--- src/common/arp_pkg.sv ---
package arp_pkg;

    localparam logic [15:0] eth_type_arp   = 16'h0806;
    localparam logic [15:0] arp_hard_type  = 16'h0001;     // ethernet
    localparam logic [15:0] arp_proto_type = 16'h0800;     // ipv4
    localparam logic [15:0] arp_op_req     = 16'h0001;
    localparam logic [15:0] arp_op_rep     = 16'h0002;
    localparam logic [7:0]  arp_hlen       = 8'h06;
    localparam logic [7:0]  arp_plen       = 8'h04;

    localparam logic [7:0]  preamble_byte  = 8'h55;
    localparam logic [7:0]  sfd_byte       = 8'hd5;
    localparam logic [47:0] bcast_mac      = 48'hffff_ffff_ffff;

    localparam int preamble_len      = 7;                   // 55 bytes before the sfd
    localparam int eth_hdr_len       = 14;
    localparam int arp_hdr_len       = 8;
    localparam int arp_addr_len      = 20;
    localparam int reply_frame_bytes = 60;                  // padded, fcs not included
    localparam int fcs_bytes         = 4;
    localparam int ifg_cycles        = 12;

    // reflected form of 04c11db7
    localparam logic [31:0] crc32_poly_rev = 32'hedb8_8320;

    localparam int req_fifo_depth = 4;
    localparam int req_fifo_aw    = $clog2(req_fifo_depth);
    localparam int req_fifo_cw    = $clog2(req_fifo_depth + 1);
    localparam logic [req_fifo_aw-1:0] req_fifo_last = req_fifo_aw'(req_fifo_depth - 1);
    localparam logic [req_fifo_cw-1:0] req_fifo_full = req_fifo_cw'(req_fifo_depth);

    // one-hot parser states
    localparam logic [4:0] rx_st_idle     = 5'b0_0001;
    localparam logic [4:0] rx_st_preamble = 5'b0_0010;
    localparam logic [4:0] rx_st_eth_head = 5'b0_0100;
    localparam logic [4:0] rx_st_arp_head = 5'b0_1000;
    localparam logic [4:0] rx_st_arp_data = 5'b1_0000;

    typedef struct packed {
        logic [47:0] sender_mac;
        logic [31:0] sender_ip;
    } arp_req_t;

endpackage

--- src/arp_rx/arp_rx.sv ---
`timescale 1ns/1ps

module arp_rx (
    input  logic              rstn,
    input  logic              gmii_rx_clk,
    input  logic              gmii_rx_dv,
    input  logic [7:0]        gmii_rxd,
    input  logic [31:0]       board_ip,
    output arp_pkg::arp_req_t req,
    output logic              req_valid
);

    logic [4:0]  state;
    logic [4:0]  next_state;
    logic [4:0]  cnt;
    logic        skip_en;       // section passed
    logic        error_en;      // section failed
    logic [47:0] eth_dst_mac;
    logic [7:0]  eth_type_hi;
    logic [15:0] hard_type;
    logic [15:0] proto_type;
    logic [7:0]  op_hi;
    logic [47:0] src_mac;
    logic [31:0] src_ip;
    logic [31:0] dst_ip;
    logic        addr_done;
    logic        accept;

    // decision is taken on the byte after the target ip
    assign addr_done = gmii_rx_dv && (next_state == arp_pkg::rx_st_arp_data)
                       && (cnt == 5'(arp_pkg::arp_addr_len));
    assign accept    = addr_done && (dst_ip == board_ip);

    always_ff @(posedge gmii_rx_clk or negedge rstn) begin
        if (!rstn)
            state <= arp_pkg::rx_st_idle;
        else
            state <= next_state;
    end

    always_comb begin
        next_state = state;
        case (state)
            arp_pkg::rx_st_idle: begin
                if (skip_en)
                    next_state = arp_pkg::rx_st_preamble;
            end
            arp_pkg::rx_st_preamble: begin
                if (skip_en)
                    next_state = arp_pkg::rx_st_eth_head;
                else if (error_en)
                    next_state = arp_pkg::rx_st_idle;
            end
            arp_pkg::rx_st_eth_head: begin
                if (skip_en)
                    next_state = arp_pkg::rx_st_arp_head;
                else if (error_en)
                    next_state = arp_pkg::rx_st_idle;
            end
            arp_pkg::rx_st_arp_head: begin
                if (skip_en)
                    next_state = arp_pkg::rx_st_arp_data;
                else if (error_en)
                    next_state = arp_pkg::rx_st_idle;
            end
            arp_pkg::rx_st_arp_data: begin
                if (skip_en || error_en)
                    next_state = arp_pkg::rx_st_idle;
            end
            default: next_state = arp_pkg::rx_st_idle;
        endcase
    end

    always_ff @(posedge gmii_rx_clk or negedge rstn) begin
        if (!rstn) begin
            skip_en   <= 1'b0;
            error_en  <= 1'b0;
            cnt       <= 5'd0;
            req_valid <= 1'b0;
        end else begin
            skip_en   <= 1'b0;
            error_en  <= 1'b0;
            req_valid <= 1'b0;
            case (next_state)
                arp_pkg::rx_st_idle: begin
                    cnt     <= 5'd0;
                    skip_en <= gmii_rx_dv && (gmii_rxd == arp_pkg::preamble_byte);
                end
                arp_pkg::rx_st_preamble: begin
                    if (gmii_rx_dv) begin
                        cnt <= cnt + 5'd1;
                        if ((cnt < 5'(arp_pkg::preamble_len - 1))
                                && (gmii_rxd != arp_pkg::preamble_byte)) begin
                            error_en <= 1'b1;
                        end else if (cnt == 5'(arp_pkg::preamble_len - 1)) begin
                            cnt <= 5'd0;
                            if (gmii_rxd == arp_pkg::sfd_byte)
                                skip_en <= 1'b1;
                            else
                                error_en <= 1'b1;
                        end
                    end
                end
                arp_pkg::rx_st_eth_head: begin
                    if (gmii_rx_dv) begin
                        cnt <= cnt + 5'd1;
                        if (cnt == 5'(arp_pkg::eth_hdr_len - 1)) begin
                            cnt <= 5'd0;
                            if ((eth_dst_mac == arp_pkg::bcast_mac)
                                    && (eth_type_hi == arp_pkg::eth_type_arp[15:8])
                                    && (gmii_rxd == arp_pkg::eth_type_arp[7:0]))
                                skip_en <= 1'b1;
                            else
                                error_en <= 1'b1;
                        end
                    end
                end
                arp_pkg::rx_st_arp_head: begin
                    if (gmii_rx_dv) begin
                        cnt <= cnt + 5'd1;
                        if (cnt == 5'(arp_pkg::arp_hdr_len - 1)) begin
                            cnt <= 5'd0;
                            if ((hard_type == arp_pkg::arp_hard_type)
                                    && (proto_type == arp_pkg::arp_proto_type)
                                    && ({op_hi, gmii_rxd} == arp_pkg::arp_op_req))
                                skip_en <= 1'b1;
                            else
                                error_en <= 1'b1;
                        end
                    end
                end
                arp_pkg::rx_st_arp_data: begin
                    if (gmii_rx_dv)
                        cnt <= cnt + 5'd1;
                    if (addr_done) begin
                        cnt <= 5'd0;
                        if (accept) begin
                            skip_en   <= 1'b1;
                            req_valid <= 1'b1;
                        end else begin
                            error_en  <= 1'b1;
                        end
                    end
                end
                default: cnt <= 5'd0;
            endcase
        end
    end

    always_ff @(posedge gmii_rx_clk) begin
        if (gmii_rx_dv) begin
            case (next_state)
                arp_pkg::rx_st_eth_head: begin
                    if (cnt < 5'd6)
                        eth_dst_mac <= {eth_dst_mac[39:0], gmii_rxd};
                    else if (cnt == 5'(arp_pkg::eth_hdr_len - 2))
                        eth_type_hi <= gmii_rxd;
                end
                arp_pkg::rx_st_arp_head: begin
                    if (cnt < 5'd2)
                        hard_type <= {hard_type[7:0], gmii_rxd};
                    else if (cnt < 5'd4)
                        proto_type <= {proto_type[7:0], gmii_rxd};
                    else if (cnt == 5'd6)
                        op_hi <= gmii_rxd;        // lengths at 4 and 5 are ignored
                end
                arp_pkg::rx_st_arp_data: begin
                    if (cnt < 5'd6)
                        src_mac <= {src_mac[39:0], gmii_rxd};
                    else if (cnt < 5'd10)
                        src_ip <= {src_ip[23:0], gmii_rxd};
                    else if ((cnt >= 5'd16) && (cnt < 5'd20))
                        dst_ip <= {dst_ip[23:0], gmii_rxd};   // target mac is skipped
                end
                default: ;
            endcase
        end
        if (accept)
            req <= '{sender_mac: src_mac, sender_ip: src_ip};
    end

endmodule

--- src/verilog/arp_req_fifo.sv ---
`timescale 1ns/1ps

module arp_req_fifo (
    input  logic              rstn,
    input  logic              gmii_rx_clk,
    input  logic              wr,
    input  arp_pkg::arp_req_t wr_data,
    input  logic              pop,
    output arp_pkg::arp_req_t head,
    output logic              not_empty
);

    arp_pkg::arp_req_t mem [arp_pkg::req_fifo_depth];

    logic [arp_pkg::req_fifo_aw-1:0] wr_ptr;
    logic [arp_pkg::req_fifo_aw-1:0] rd_ptr;
    logic [arp_pkg::req_fifo_cw-1:0] count;
    logic                            do_wr;
    logic                            do_rd;

    assign not_empty = (count != '0);
    assign do_wr     = wr && (count != arp_pkg::req_fifo_full);   // drop when full
    assign do_rd     = pop && not_empty;
    assign head      = mem[rd_ptr];

    always_ff @(posedge gmii_rx_clk or negedge rstn) begin
        if (!rstn) begin
            wr_ptr <= '0;
            rd_ptr <= '0;
            count  <= '0;
        end else begin
            if (do_wr) begin
                if (wr_ptr == arp_pkg::req_fifo_last)
                    wr_ptr <= '0;
                else
                    wr_ptr <= wr_ptr + 1'b1;
            end
            if (do_rd) begin
                if (rd_ptr == arp_pkg::req_fifo_last)
                    rd_ptr <= '0;
                else
                    rd_ptr <= rd_ptr + 1'b1;
            end
            if (do_wr && !do_rd)
                count <= count + 1'b1;
            else if (do_rd && !do_wr)
                count <= count - 1'b1;
        end
    end

    always_ff @(posedge gmii_rx_clk) begin
        if (do_wr)
            mem[wr_ptr] <= wr_data;
    end

endmodule

--- src/arp_tx/arp_tx.sv ---
`timescale 1ns/1ps

module arp_tx (
    input  logic              rstn,
    input  logic              gmii_rx_clk,
    input  logic [31:0]       board_ip,
    input  logic [47:0]       board_mac,
    input  arp_pkg::arp_req_t head,
    input  logic              not_empty,
    output logic              pop,
    output logic              gmii_tx_en,
    output logic [7:0]        gmii_txd
);

    arp_pkg::arp_req_t req_q;
    logic [6:0]  idx;           // byte loaded at the next edge
    logic [6:0]  frame_pos;
    logic [1:0]  fcs_pos;
    logic        in_frame;
    logic [3:0]  gap_cnt;
    logic [31:0] crc;
    logic [31:0] fcs;
    logic [7:0]  frame_byte;
    logic [7:0]  tx_byte;

    function automatic logic [7:0] mac_byte(input logic [47:0] mac, input logic [6:0] pos);
        return mac[47 - 8 * pos -: 8];
    endfunction

    function automatic logic [7:0] ip_byte(input logic [31:0] ip, input logic [6:0] pos);
        return ip[31 - 8 * pos -: 8];
    endfunction

    function automatic logic [31:0] crc32_byte(input logic [31:0] crc_in, input logic [7:0] data);
        logic [31:0] c;
        c = crc_in;
        for (int i = 0; i < 8; i++) begin
            if (c[0] ^ data[i])
                c = (c >> 1) ^ arp_pkg::crc32_poly_rev;
            else
                c = c >> 1;
        end
        return c;
    endfunction

    assign frame_pos = idx - 7'(arp_pkg::preamble_len + 1);
    assign in_frame  = (idx > 7'(arp_pkg::preamble_len))
                       && (frame_pos < 7'(arp_pkg::reply_frame_bytes));
    assign fcs_pos   = 2'(frame_pos - 7'(arp_pkg::reply_frame_bytes));
    assign fcs       = ~crc;
    assign pop       = !gmii_tx_en && (gap_cnt == 4'd0) && not_empty;

    always_comb begin
        case (frame_pos) inside
            [7'd0:7'd5]:   frame_byte = mac_byte(req_q.sender_mac, frame_pos);
            [7'd6:7'd11]:  frame_byte = mac_byte(board_mac, frame_pos - 7'd6);
            7'd12:         frame_byte = arp_pkg::eth_type_arp[15:8];
            7'd13:         frame_byte = arp_pkg::eth_type_arp[7:0];
            7'd14:         frame_byte = arp_pkg::arp_hard_type[15:8];
            7'd15:         frame_byte = arp_pkg::arp_hard_type[7:0];
            7'd16:         frame_byte = arp_pkg::arp_proto_type[15:8];
            7'd17:         frame_byte = arp_pkg::arp_proto_type[7:0];
            7'd18:         frame_byte = arp_pkg::arp_hlen;
            7'd19:         frame_byte = arp_pkg::arp_plen;
            7'd20:         frame_byte = arp_pkg::arp_op_rep[15:8];
            7'd21:         frame_byte = arp_pkg::arp_op_rep[7:0];
            [7'd22:7'd27]: frame_byte = mac_byte(board_mac, frame_pos - 7'd22);
            [7'd28:7'd31]: frame_byte = ip_byte(board_ip, frame_pos - 7'd28);
            [7'd32:7'd37]: frame_byte = mac_byte(req_q.sender_mac, frame_pos - 7'd32);
            [7'd38:7'd41]: frame_byte = ip_byte(req_q.sender_ip, frame_pos - 7'd38);
            default:       frame_byte = 8'h00;      // padding
        endcase
    end

    always_comb begin
        if (idx < 7'(arp_pkg::preamble_len))
            tx_byte = arp_pkg::preamble_byte;
        else if (idx == 7'(arp_pkg::preamble_len))
            tx_byte = arp_pkg::sfd_byte;
        else if (in_frame)
            tx_byte = frame_byte;
        else
            tx_byte = fcs[8 * fcs_pos +: 8];        // low byte first
    end

    always_ff @(posedge gmii_rx_clk or negedge rstn) begin
        if (!rstn) begin
            gmii_tx_en <= 1'b0;
            gmii_txd   <= 8'h00;
            idx        <= 7'd0;
            gap_cnt    <= 4'd0;
        end else if (pop) begin
            gmii_tx_en <= 1'b1;
            gmii_txd   <= arp_pkg::preamble_byte;
            idx        <= 7'd1;
        end else if (gmii_tx_en) begin
            if (idx == 7'(arp_pkg::preamble_len + 1 + arp_pkg::reply_frame_bytes
                          + arp_pkg::fcs_bytes)) begin
                gmii_tx_en <= 1'b0;
                gmii_txd   <= 8'h00;
                gap_cnt    <= 4'(arp_pkg::ifg_cycles);
            end else begin
                gmii_txd <= tx_byte;
                idx      <= idx + 7'd1;
            end
        end else if (gap_cnt != 4'd0) begin
            gap_cnt <= gap_cnt - 4'd1;
        end
    end

    // crc runs over the bytes as they are loaded
    always_ff @(posedge gmii_rx_clk) begin
        if (pop) begin
            req_q <= head;
            crc   <= '1;
        end else if (gmii_tx_en && in_frame) begin
            crc <= crc32_byte(crc, tx_byte);
        end
    end

endmodule

--- src/verilog/arp_top.sv ---
`timescale 1ns/1ps

module arp_top (
    input  logic        rstn,
    input  logic        gmii_rx_clk,
    input  logic        gmii_rx_dv,
    input  logic [7:0]  gmii_rxd,
    input  logic [31:0] board_ip,
    input  logic [47:0] board_mac,
    output logic        gmii_tx_en,
    output logic [7:0]  gmii_txd
);

    arp_pkg::arp_req_t req;
    arp_pkg::arp_req_t head;
    logic              req_valid;
    logic              not_empty;
    logic              pop;

    arp_rx u_arp_rx (
        .rstn        (rstn),
        .gmii_rx_clk (gmii_rx_clk),
        .gmii_rx_dv  (gmii_rx_dv),
        .gmii_rxd    (gmii_rxd),
        .board_ip    (board_ip),
        .req         (req),
        .req_valid   (req_valid)
    );

    arp_req_fifo u_req_fifo (
        .rstn        (rstn),
        .gmii_rx_clk (gmii_rx_clk),
        .wr          (req_valid),
        .wr_data     (req),
        .pop         (pop),
        .head        (head),
        .not_empty   (not_empty)
    );

    arp_tx u_arp_tx (
        .rstn        (rstn),
        .gmii_rx_clk (gmii_rx_clk),
        .board_ip    (board_ip),
        .board_mac   (board_mac),
        .head        (head),
        .not_empty   (not_empty),
        .pop         (pop),
        .gmii_tx_en  (gmii_tx_en),
        .gmii_txd    (gmii_txd)
    );

endmodule

--- config.mk ---
export PLATFORM = sky130hd
export DESIGN_NAME = arp_top
export DESIGN_NICKNAME = d
export VERILOG_FILES = /design/src/common/arp_pkg.sv /design/src/arp_rx/arp_rx.sv /design/src/verilog/arp_req_fifo.sv /design/src/arp_tx/arp_tx.sv /design/src/verilog/arp_top.sv
export SDC_FILE = /design/constraint.sdc
export NUM_CORES = 1
export LEC_CHECK = 0
export BUFFER_PORTS_ARGS = -buffer_cell sky130_fd_sc_hd__buf_2
export CORE_MARGIN = 5
export CORE_UTILIZATION = 40
export CTS_CLUSTER_DIAMETER = 40
export DETAILED_ROUTE_END_ITERATION = 10
export PLACE_DENSITY = 0.56
export SETUP_SLACK_MARGIN = 0.05
export SKIP_CTS_REPAIR_TIMING = 1
export SYNTH_ARGS = -nofsm -noshare
export SYNTH_HDL_FRONTEND = slang
export SYNTH_SLANG_ARGS = --single-unit
--- constraint.sdc ---
create_clock -name gmii_rx_clk -period 20.9 [get_ports gmii_rx_clk]
set_input_delay 5.225 -clock gmii_rx_clk [delete_from_list [all_inputs] [get_ports gmii_rx_clk]]
set_output_delay 5.225 -clock gmii_rx_clk [all_outputs]
set_load 0.02 [all_outputs]
Word-level counts from Yosys, hierarchy flattened. Memories as Yosys holds them, arrays and structs flattened. A register that Yosys moved wholly into a read port is not among the register bits. Index checks and enable logic that the tools add are counted. W data, S select, Z words.

Register bits after elaboration: 360. Output and inout port bits: 9. Memories kept: 1. RAM bits: 320.

Shift operators: 7. Bitwise logic cells: 22. $lt $le $gt $ge: 21. Reduce and logical (&&, ||, !) cells: 45. Equality and inequality tests: 46. $add $sub $neg: 20. Mux-type cells: 103.

Memories: u_req_fifo.mem (words 4, width 80, read ports 1, clocked after Yosys merged registers in 1, wr ports 1, line arp_req_fifo.sv:13) `arp_pkg::arp_req_t mem [arp_pkg::req_fifo_depth];`.

Operators by type and width (number): $mux W32 (22); $shiftx A55 B33 Y8 (4); $mux W8 (22); $not A13 Y14 (8); $shiftx A39 B33 Y8 (2); $mux W5 (15); $eq A48 B48 Y1 const B (1); $sub A6 B10 Y11 const A (4); $eq A7 B5 Y1 const B (6); $eq A16 B1 Y1 const B (2); $eq A32 B32 Y1 (1); $not A32 Y32 (1); $shiftx A32 B6 Y8 (1); $mux W1 (30); $eq A7 B4 Y1 const B (4); $pmux W5 S5 (1); $logic_and A1 B1 Y1 (24); $sub A5 B10 Y11 const A (2); $mux W7 (3); $eq A5 B3 Y1 const B (4); $eq A5 B4 Y1 const B (4); $pmux W5 S4 (1); $eq A16 B12 Y1 const B (1); $reduce_and A4 Y1 (4); 57 further kinds (97).

Longest topological paths before layout.
Word-level depth: 53. Depth in mapped cells: 19. Mapped depth without buffers: 14.

Cells and area by module. From an unflattened synthesis, not the netlist that was laid out.

Cell total of the unflattened synthesis: 1709. Area total of the unflattened synthesis: 30880.9 µm².

By module, submodules not included: arp_req_fifo (cells an instance 454, instances 1, area an instance 12052.8 µm²); arp_rx (cells an instance 501, instances 1, area an instance 10334.9 µm²); arp_tx (cells an instance 754, instances 1, area an instance 8493.1 µm²).

Worst setup path before layout. Ideal clock, no wire load.

Kind: input to register. Start: input port board_ip[21]. End: register, netlist name u_arp_rx.req[0]. Path buffers: 0. Stages on the path: 5. Library setup time: 0.617 ns. Arrival time: 11.321 ns. Data required time: 20.283 ns. Setup slack: 8.962 ns. Cell sequence: xnor2_1 > nand4_1 > nor4_1 > nand2_1 > nor3_1.

Word-level cells in the longest chain between the ends: 2.

RTL lines: from (decl) (line arp_top.sv:8) `input logic [31:0] board_ip,`; $eq A32 B32 Y1 (line arp_rx.sv:32) `assign accept = addr_done && (dst_ip == board_ip);`; $logic_and A1 B1 Y1 (line arp_rx.sv:32); net u_arp_rx.accept (line arp_rx.sv:27) `logic accept;`.

The timed path passes the listed nets, and every way through them passes these cells. A chain may end at the register's enable or synchronous reset.

Worst setup path in the final report.
Start: input port board_mac[41]. End: register u_arp_tx.crc[26].

Word-level cells in the longest chain between the ends: 42.

RTL lines: from (decl) (line arp_top.sv:9) `input logic [47:0] board_mac,`; $shiftx A55 B33 Y8 (line arp_tx.sv:27) `return mac[47 - 8 * pos -: 8];`; $mux W8 (11 in a row) (line arp_tx.sv:54) `case (frame_pos) inside`; $mux W8 (*) (2 in a row) (line arp_tx.sv:54); $mux W8 (*) (line arp_tx.sv:80) `else if (in_frame)`; $mux W8 (*) (line arp_tx.sv:78) `else if (idx == 7'(arp_pkg::preamble_len))`; $mux W8 (*) (line arp_tx.sv:76) `if (idx < 7'(arp_pkg::preamble_len))`; $xor A1 B1 Y1 (line arp_tx.sv:38) `if (c[0] ^ data[i])`; $mux W32 (line arp_tx.sv:38); [15 not listed]; $mux W32 (line arp_tx.sv:116) `end else if (gmii_tx_en && in_frame) begin`; $mux W32 (line arp_tx.sv:113) `if (pop) begin`; $xor A1 B1 Y1 (line arp_tx.sv:38); $mux W32 (line arp_tx.sv:38); $mux W32 (line arp_tx.sv:116); $mux W32 (line arp_tx.sv:113); $not A13 Y14 (no line); $mux W32 (*) (line arp_tx.sv:38); to (signal assigned) (line arp_tx.sv:117) `crc <= crc32_byte(crc, tx_byte);`; to (decl) (line arp_tx.sv:21) `logic [31:0] crc;`.

Mark *: on every way between the ends. The rest lies on a longest branch, timed or not. The select of a mux whose other input is x is not followed.

==> run summary <==
The flow ran to the end, and the final reports show no timing, DRC or antenna violations. The congestion estimate from routability-driven global placement came to 0.865. TritonCTS built the clock tree. Walking the worst path, the cells encountered are buf_2 > or3b_2 > o21ai_1 > a221oi_2 > o21ai_1 > a2111oi_4 > nor3_2 > a311oi_4 > xor2_4 > xnor3_1 > a21oi_1. The root buffer cell chosen for the clock tree is sky130_fd_sc_hd__clkbuf_16. After detailed placement, the total cell area comes to 0.0323 mm2.

The logs give 31.7 ps for the clock skew and 15,280 ps for the setup slack of the worst register-to-register path. In this run the critical register-to-register path is launched from u_arp_tx.idx[2]. The area share of the largest cell type after synthesis is 67.5%, and the cell area after technology mapping is 0.0306 mm2. Summing internal, switching and leakage power gives 3.47 mW. The tools report the violation count after the first detailed-routing iteration as 1,138. The synthesized design spends more area on one cell type than any other, namely sky130_fd_sc_hd__edfxtp_1. In the final routing, the length of wire on met1 measures 30,300 um. The number of cells on the worst reg-to-reg path is 15, and the final antenna-violating net count is 0.

Slowest cell on the critical path: sky130_fd_sc_hd__a311oi_4. The logs give 13,260 ps for the final critical-path setup slack and 0 for the final antenna diode count. Once the floorplan was initialized, standard cells occupied 40.3% of the core.

The routed design uses 3970 um of met3 wire. The worst setup slack after placement was 12,570 ps; the relative slew slack was 14.2%. The number of global-route vias before repair was 16,400. The library cell used most frequently in the layout, excluding fill and tap cells, is sky130_fd_sc_hd__edfxtp_1. The area of the die was 0.0822 mm2; the count of different cell masters after synthesis was 103. The share of the cycle needed by the critical path after routing came out at 36.6%. The most used flip-flop cell after synthesis is sky130_fd_sc_hd__edfxtp_1.

After synthesis, the mean cell area works out to 18.3 um2. For this block, the routed nets add up to 67,800 um of wire. The number of endpoints with negative hold slack in the final report was 0. By area the synthesized netlist is led by sky130_fd_sc_hd__edfxtp_1 (67%), sky130_fd_sc_hd__mux4_2 (8.0%), sky130_fd_sc_hd__dfrtp_1 (3.2%). The first TritonRoute pass finished after 5 iterations. Of all nets on the critical path, the largest fanout is 7. In this run the most critical hold path is launched from u_arp_rx.src_ip[27]. The core region is 0.0759 mm2. The number of clock buffers added by TritonCTS is 105. The H-tree generated during clock tree synthesis spans 3 levels. The total overflow left after global routing is 0.

The area growth from synthesis to layout is 17.5%. The final instance area was 0.0360 mm2; the number of flops mapped to enable cells by yosys was 688. The tools report the row count as 101. Entering global routing, the biggest net connects 61 pins. Among the stages of the critical path, the cell type that occurs most often is sky130_fd_sc_hd__o21ai_1. Data on the critical path arrives at its endpoint at 8220 ps. The tools report the number of sinks handled by clock tree synthesis as 760. Leaving out fill and tap cells, the most frequent cells in the layout are sky130_fd_sc_hd__edfxtp_1 (688), sky130_fd_sc_hd__mux4_2 (109), sky130_fd_sc_hd__clkbuf_16 (106), sky130_fd_sc_hd__buf_2 (99), sky130_fd_sc_hd__nand2_1 (70).

After synthesis, the share of flip-flops with an asynchronous set or reset is 5.26%. The min-delay analysis places its worst path in the category reg -> reg. Setup repair after global routing left no endpoint under its margin. The tools report the post-synth net total as 1,795.

STA classifies the critical path endpoint as a register. The run gives 32,000 um as the met2 wire length. The horizontal die dimension was 287 um. The highest metal layer carrying signal wires in the routed design is met5.

Data on the critical path is required at its endpoint by 21,480 ps. In the routed design, unresolved DRC markers number 0. Startpoint-to-endpoint class of the critical path: in -> reg. The number of failing setup endpoints in the final timing report came out at 0. For this run, the top clock speed supported by timing is 0.131 GHz.

The layout net count was 1,956; the average routed wire per standard cell was 23.0 um. The worst hold margin was 416 ps. The logs give 0 for the count of max-cap constraint violations and 0 for the number of warnings printed during yosys synthesis. Cells with a size suffix above 1 make up 24.6% of the layout. Counting instances, the worst hold path has a depth of 0. The measured slew at the worst slew-check pin came out at 1280 ps. The tools report the aggregate negative setup slack as 0 ps. The initial antenna violation count is 6, and the clock input transition at the sequential cells of the worst setup and hold paths is 50 ps. The post-detailed-placement half-perimeter wirelength was 41,700 um; the biggest cell delay along the critical path was 520 ps. The power per cell area came out at 96.6 mW/mm2. The number of port buffers is 99. In this run the count of I/O pins placed on the die edge is 100. For the source-to-sink clock delay at the later pin of the worst-skew pair, the log shows 650 ps. After technology mapping, the gate count stands at 1,670. STA classifies the critical path startpoint as an input pin. The count of state elements after synthesis works out to 760. The buffer levels on the longest clock path is 3. The global routing usage summed across all routing layers came out at 16.5%. For hold timing, the worst endpoint is u_arp_rx.req[27]. The worst path in the final design needs a cycle of 7640 ps, including I/O delays and setup.

The sequential share of the synthesized area is 72.8%. The run gives 103,000 um as the first-pass GRT wire length. VDD sags by at most 0.0000606 V. Dividing the detail-routed via count by the number of cells gives 5.31.

The count of vias placed by the detailed router was 15,700. The tools report the reg-to-reg critical path endpoint as u_arp_tx.crc[18]. The vertical die dimension came out at 287 um. Summed over all cells, the static leakage comes to 11.8 nW. The final count of pins violating max slew was 0.
-- worst max-delay path by stage --
stage                              from                to  cells after the start
final                     board_mac[41]  u_arp_tx.crc[26]                     11
after global routing       board_mac[7]  u_arp_tx.crc[26]                     10
after CTS                 board_mac[41]  u_arp_tx.crc[26]                     11
after detailed placement  board_mac[41]  u_arp_tx.crc[26]                     11
after global placement    board_mac[41]  u_arp_tx.crc[26]                     11
after floorplan            board_ip[21]   u_arp_rx.req[0]                      5
-- Yosys cell counts (all sizes together) (5+ instances only) --
cell type	count
a211oi	5
a21boi	5
a21o	6
a21oi	39
a22o	5
a31oi	11
and2	11
and3	6
buf	34
clkbuf	35
dfrtp	39
dfxtp	32
edfxtp	688
ha	33
inv	25
mux2	5
mux2i	31
mux4	109
nand2	70
nand2b	14
nand3	19
nand3b	5
nand4	25
nand4b	5
nor2	65
nor2b	6
nor3	19
nor3b	8
nor4	18
nor4b	7
o211ai	26
o21a	6
o21ai	49
o221ai	6
o22ai	10
o31ai	8
or2	9
or3	5
or4	6
xnor2	72
xnor3	14
xor2	19
-- critical path: cells and delay by family --
kind	cells	cell delay (ps)
AO/OA/AOI/OAI	6	1810
XOR/XNOR	2	780
AND/OR/NAND/NOR	2	300
buffers and inverters	1	90
-- kinds of logic (layout without fill, tap and decap cells) --
kind of cell               count (synthesis)  count (layout)  share of synthesized area, %
muxes                                    145             145                          9.23
adders and majority gates                 34              34                          1.41
DFF                                      760             760                          72.8
buffers and inverters                     94             343                          1.43
AOI/OAI and AO/OA                        222             222                          5.42
and+or+nand+nor                          307             307                          5.49
xor gates and xnor gates                 108             108                          4.18
-- sequential cells by signal (all words and copies together), names as in the netlist, 2 cells and up --
name / flops
u_arp_rx.cnt: 5
u_arp_rx.dst_ip: 32
u_arp_rx.eth_dst_mac: 48
u_arp_rx.eth_type_hi: 8
u_arp_rx.hard_type: 16
u_arp_rx.op_hi: 8
u_arp_rx.proto_type: 16
u_arp_rx.req: 80
u_arp_rx.src_ip: 32
u_arp_rx.src_mac: 48
u_arp_rx.state: 5
u_arp_tx.crc: 32
u_arp_tx.gap_cnt: 4
u_arp_tx.gmii_txd: 8
u_arp_tx.idx: 7
u_arp_tx.req_q: 80
u_req_fifo.count: 3
u_req_fifo.mem: 320
u_req_fifo.rd_ptr: 2
u_req_fifo.wr_ptr: 2
-- power by group --
group	switching (mW)	leakage [nW]	internal [mW]
clock network	0.693	1.77	1.11
registers	0.000628	6.97	1.64
logic	0.0189	3.05	0.0124
total	0.712	11.8	2.76
-- per-stage QoR --
step                utilization [%]  std cells
floorplan                         -       1670
global placement               42.5       2754
finish                         47.4       2949
detailed placement             42.5       2754
CTS                            47.4       2949
global route                   47.4       2949
-- layout make-up --
cell class | instances | area, um2
Clock inverter | 81 | 985
Sequential cell | 760 | 22300
Tap cell | 1030 | 1290
Inverter | 25 | 96.3
Multi-Input combinational cell | 816 | 7940
Timing Repair Buffer | 123 | 676
Clock buffer | 114 | 2680
Fill cell | 6371 | 40000
-- per-layer routing --
metal	GRT usage, %	vias to the layer above
met1	22.8	8067
met3	3.51	126
met4	4.79	4
met5	0	-
met2	26.7	414
li1	-	7045
No activity file was read; power rests on OpenSTA's default activity.
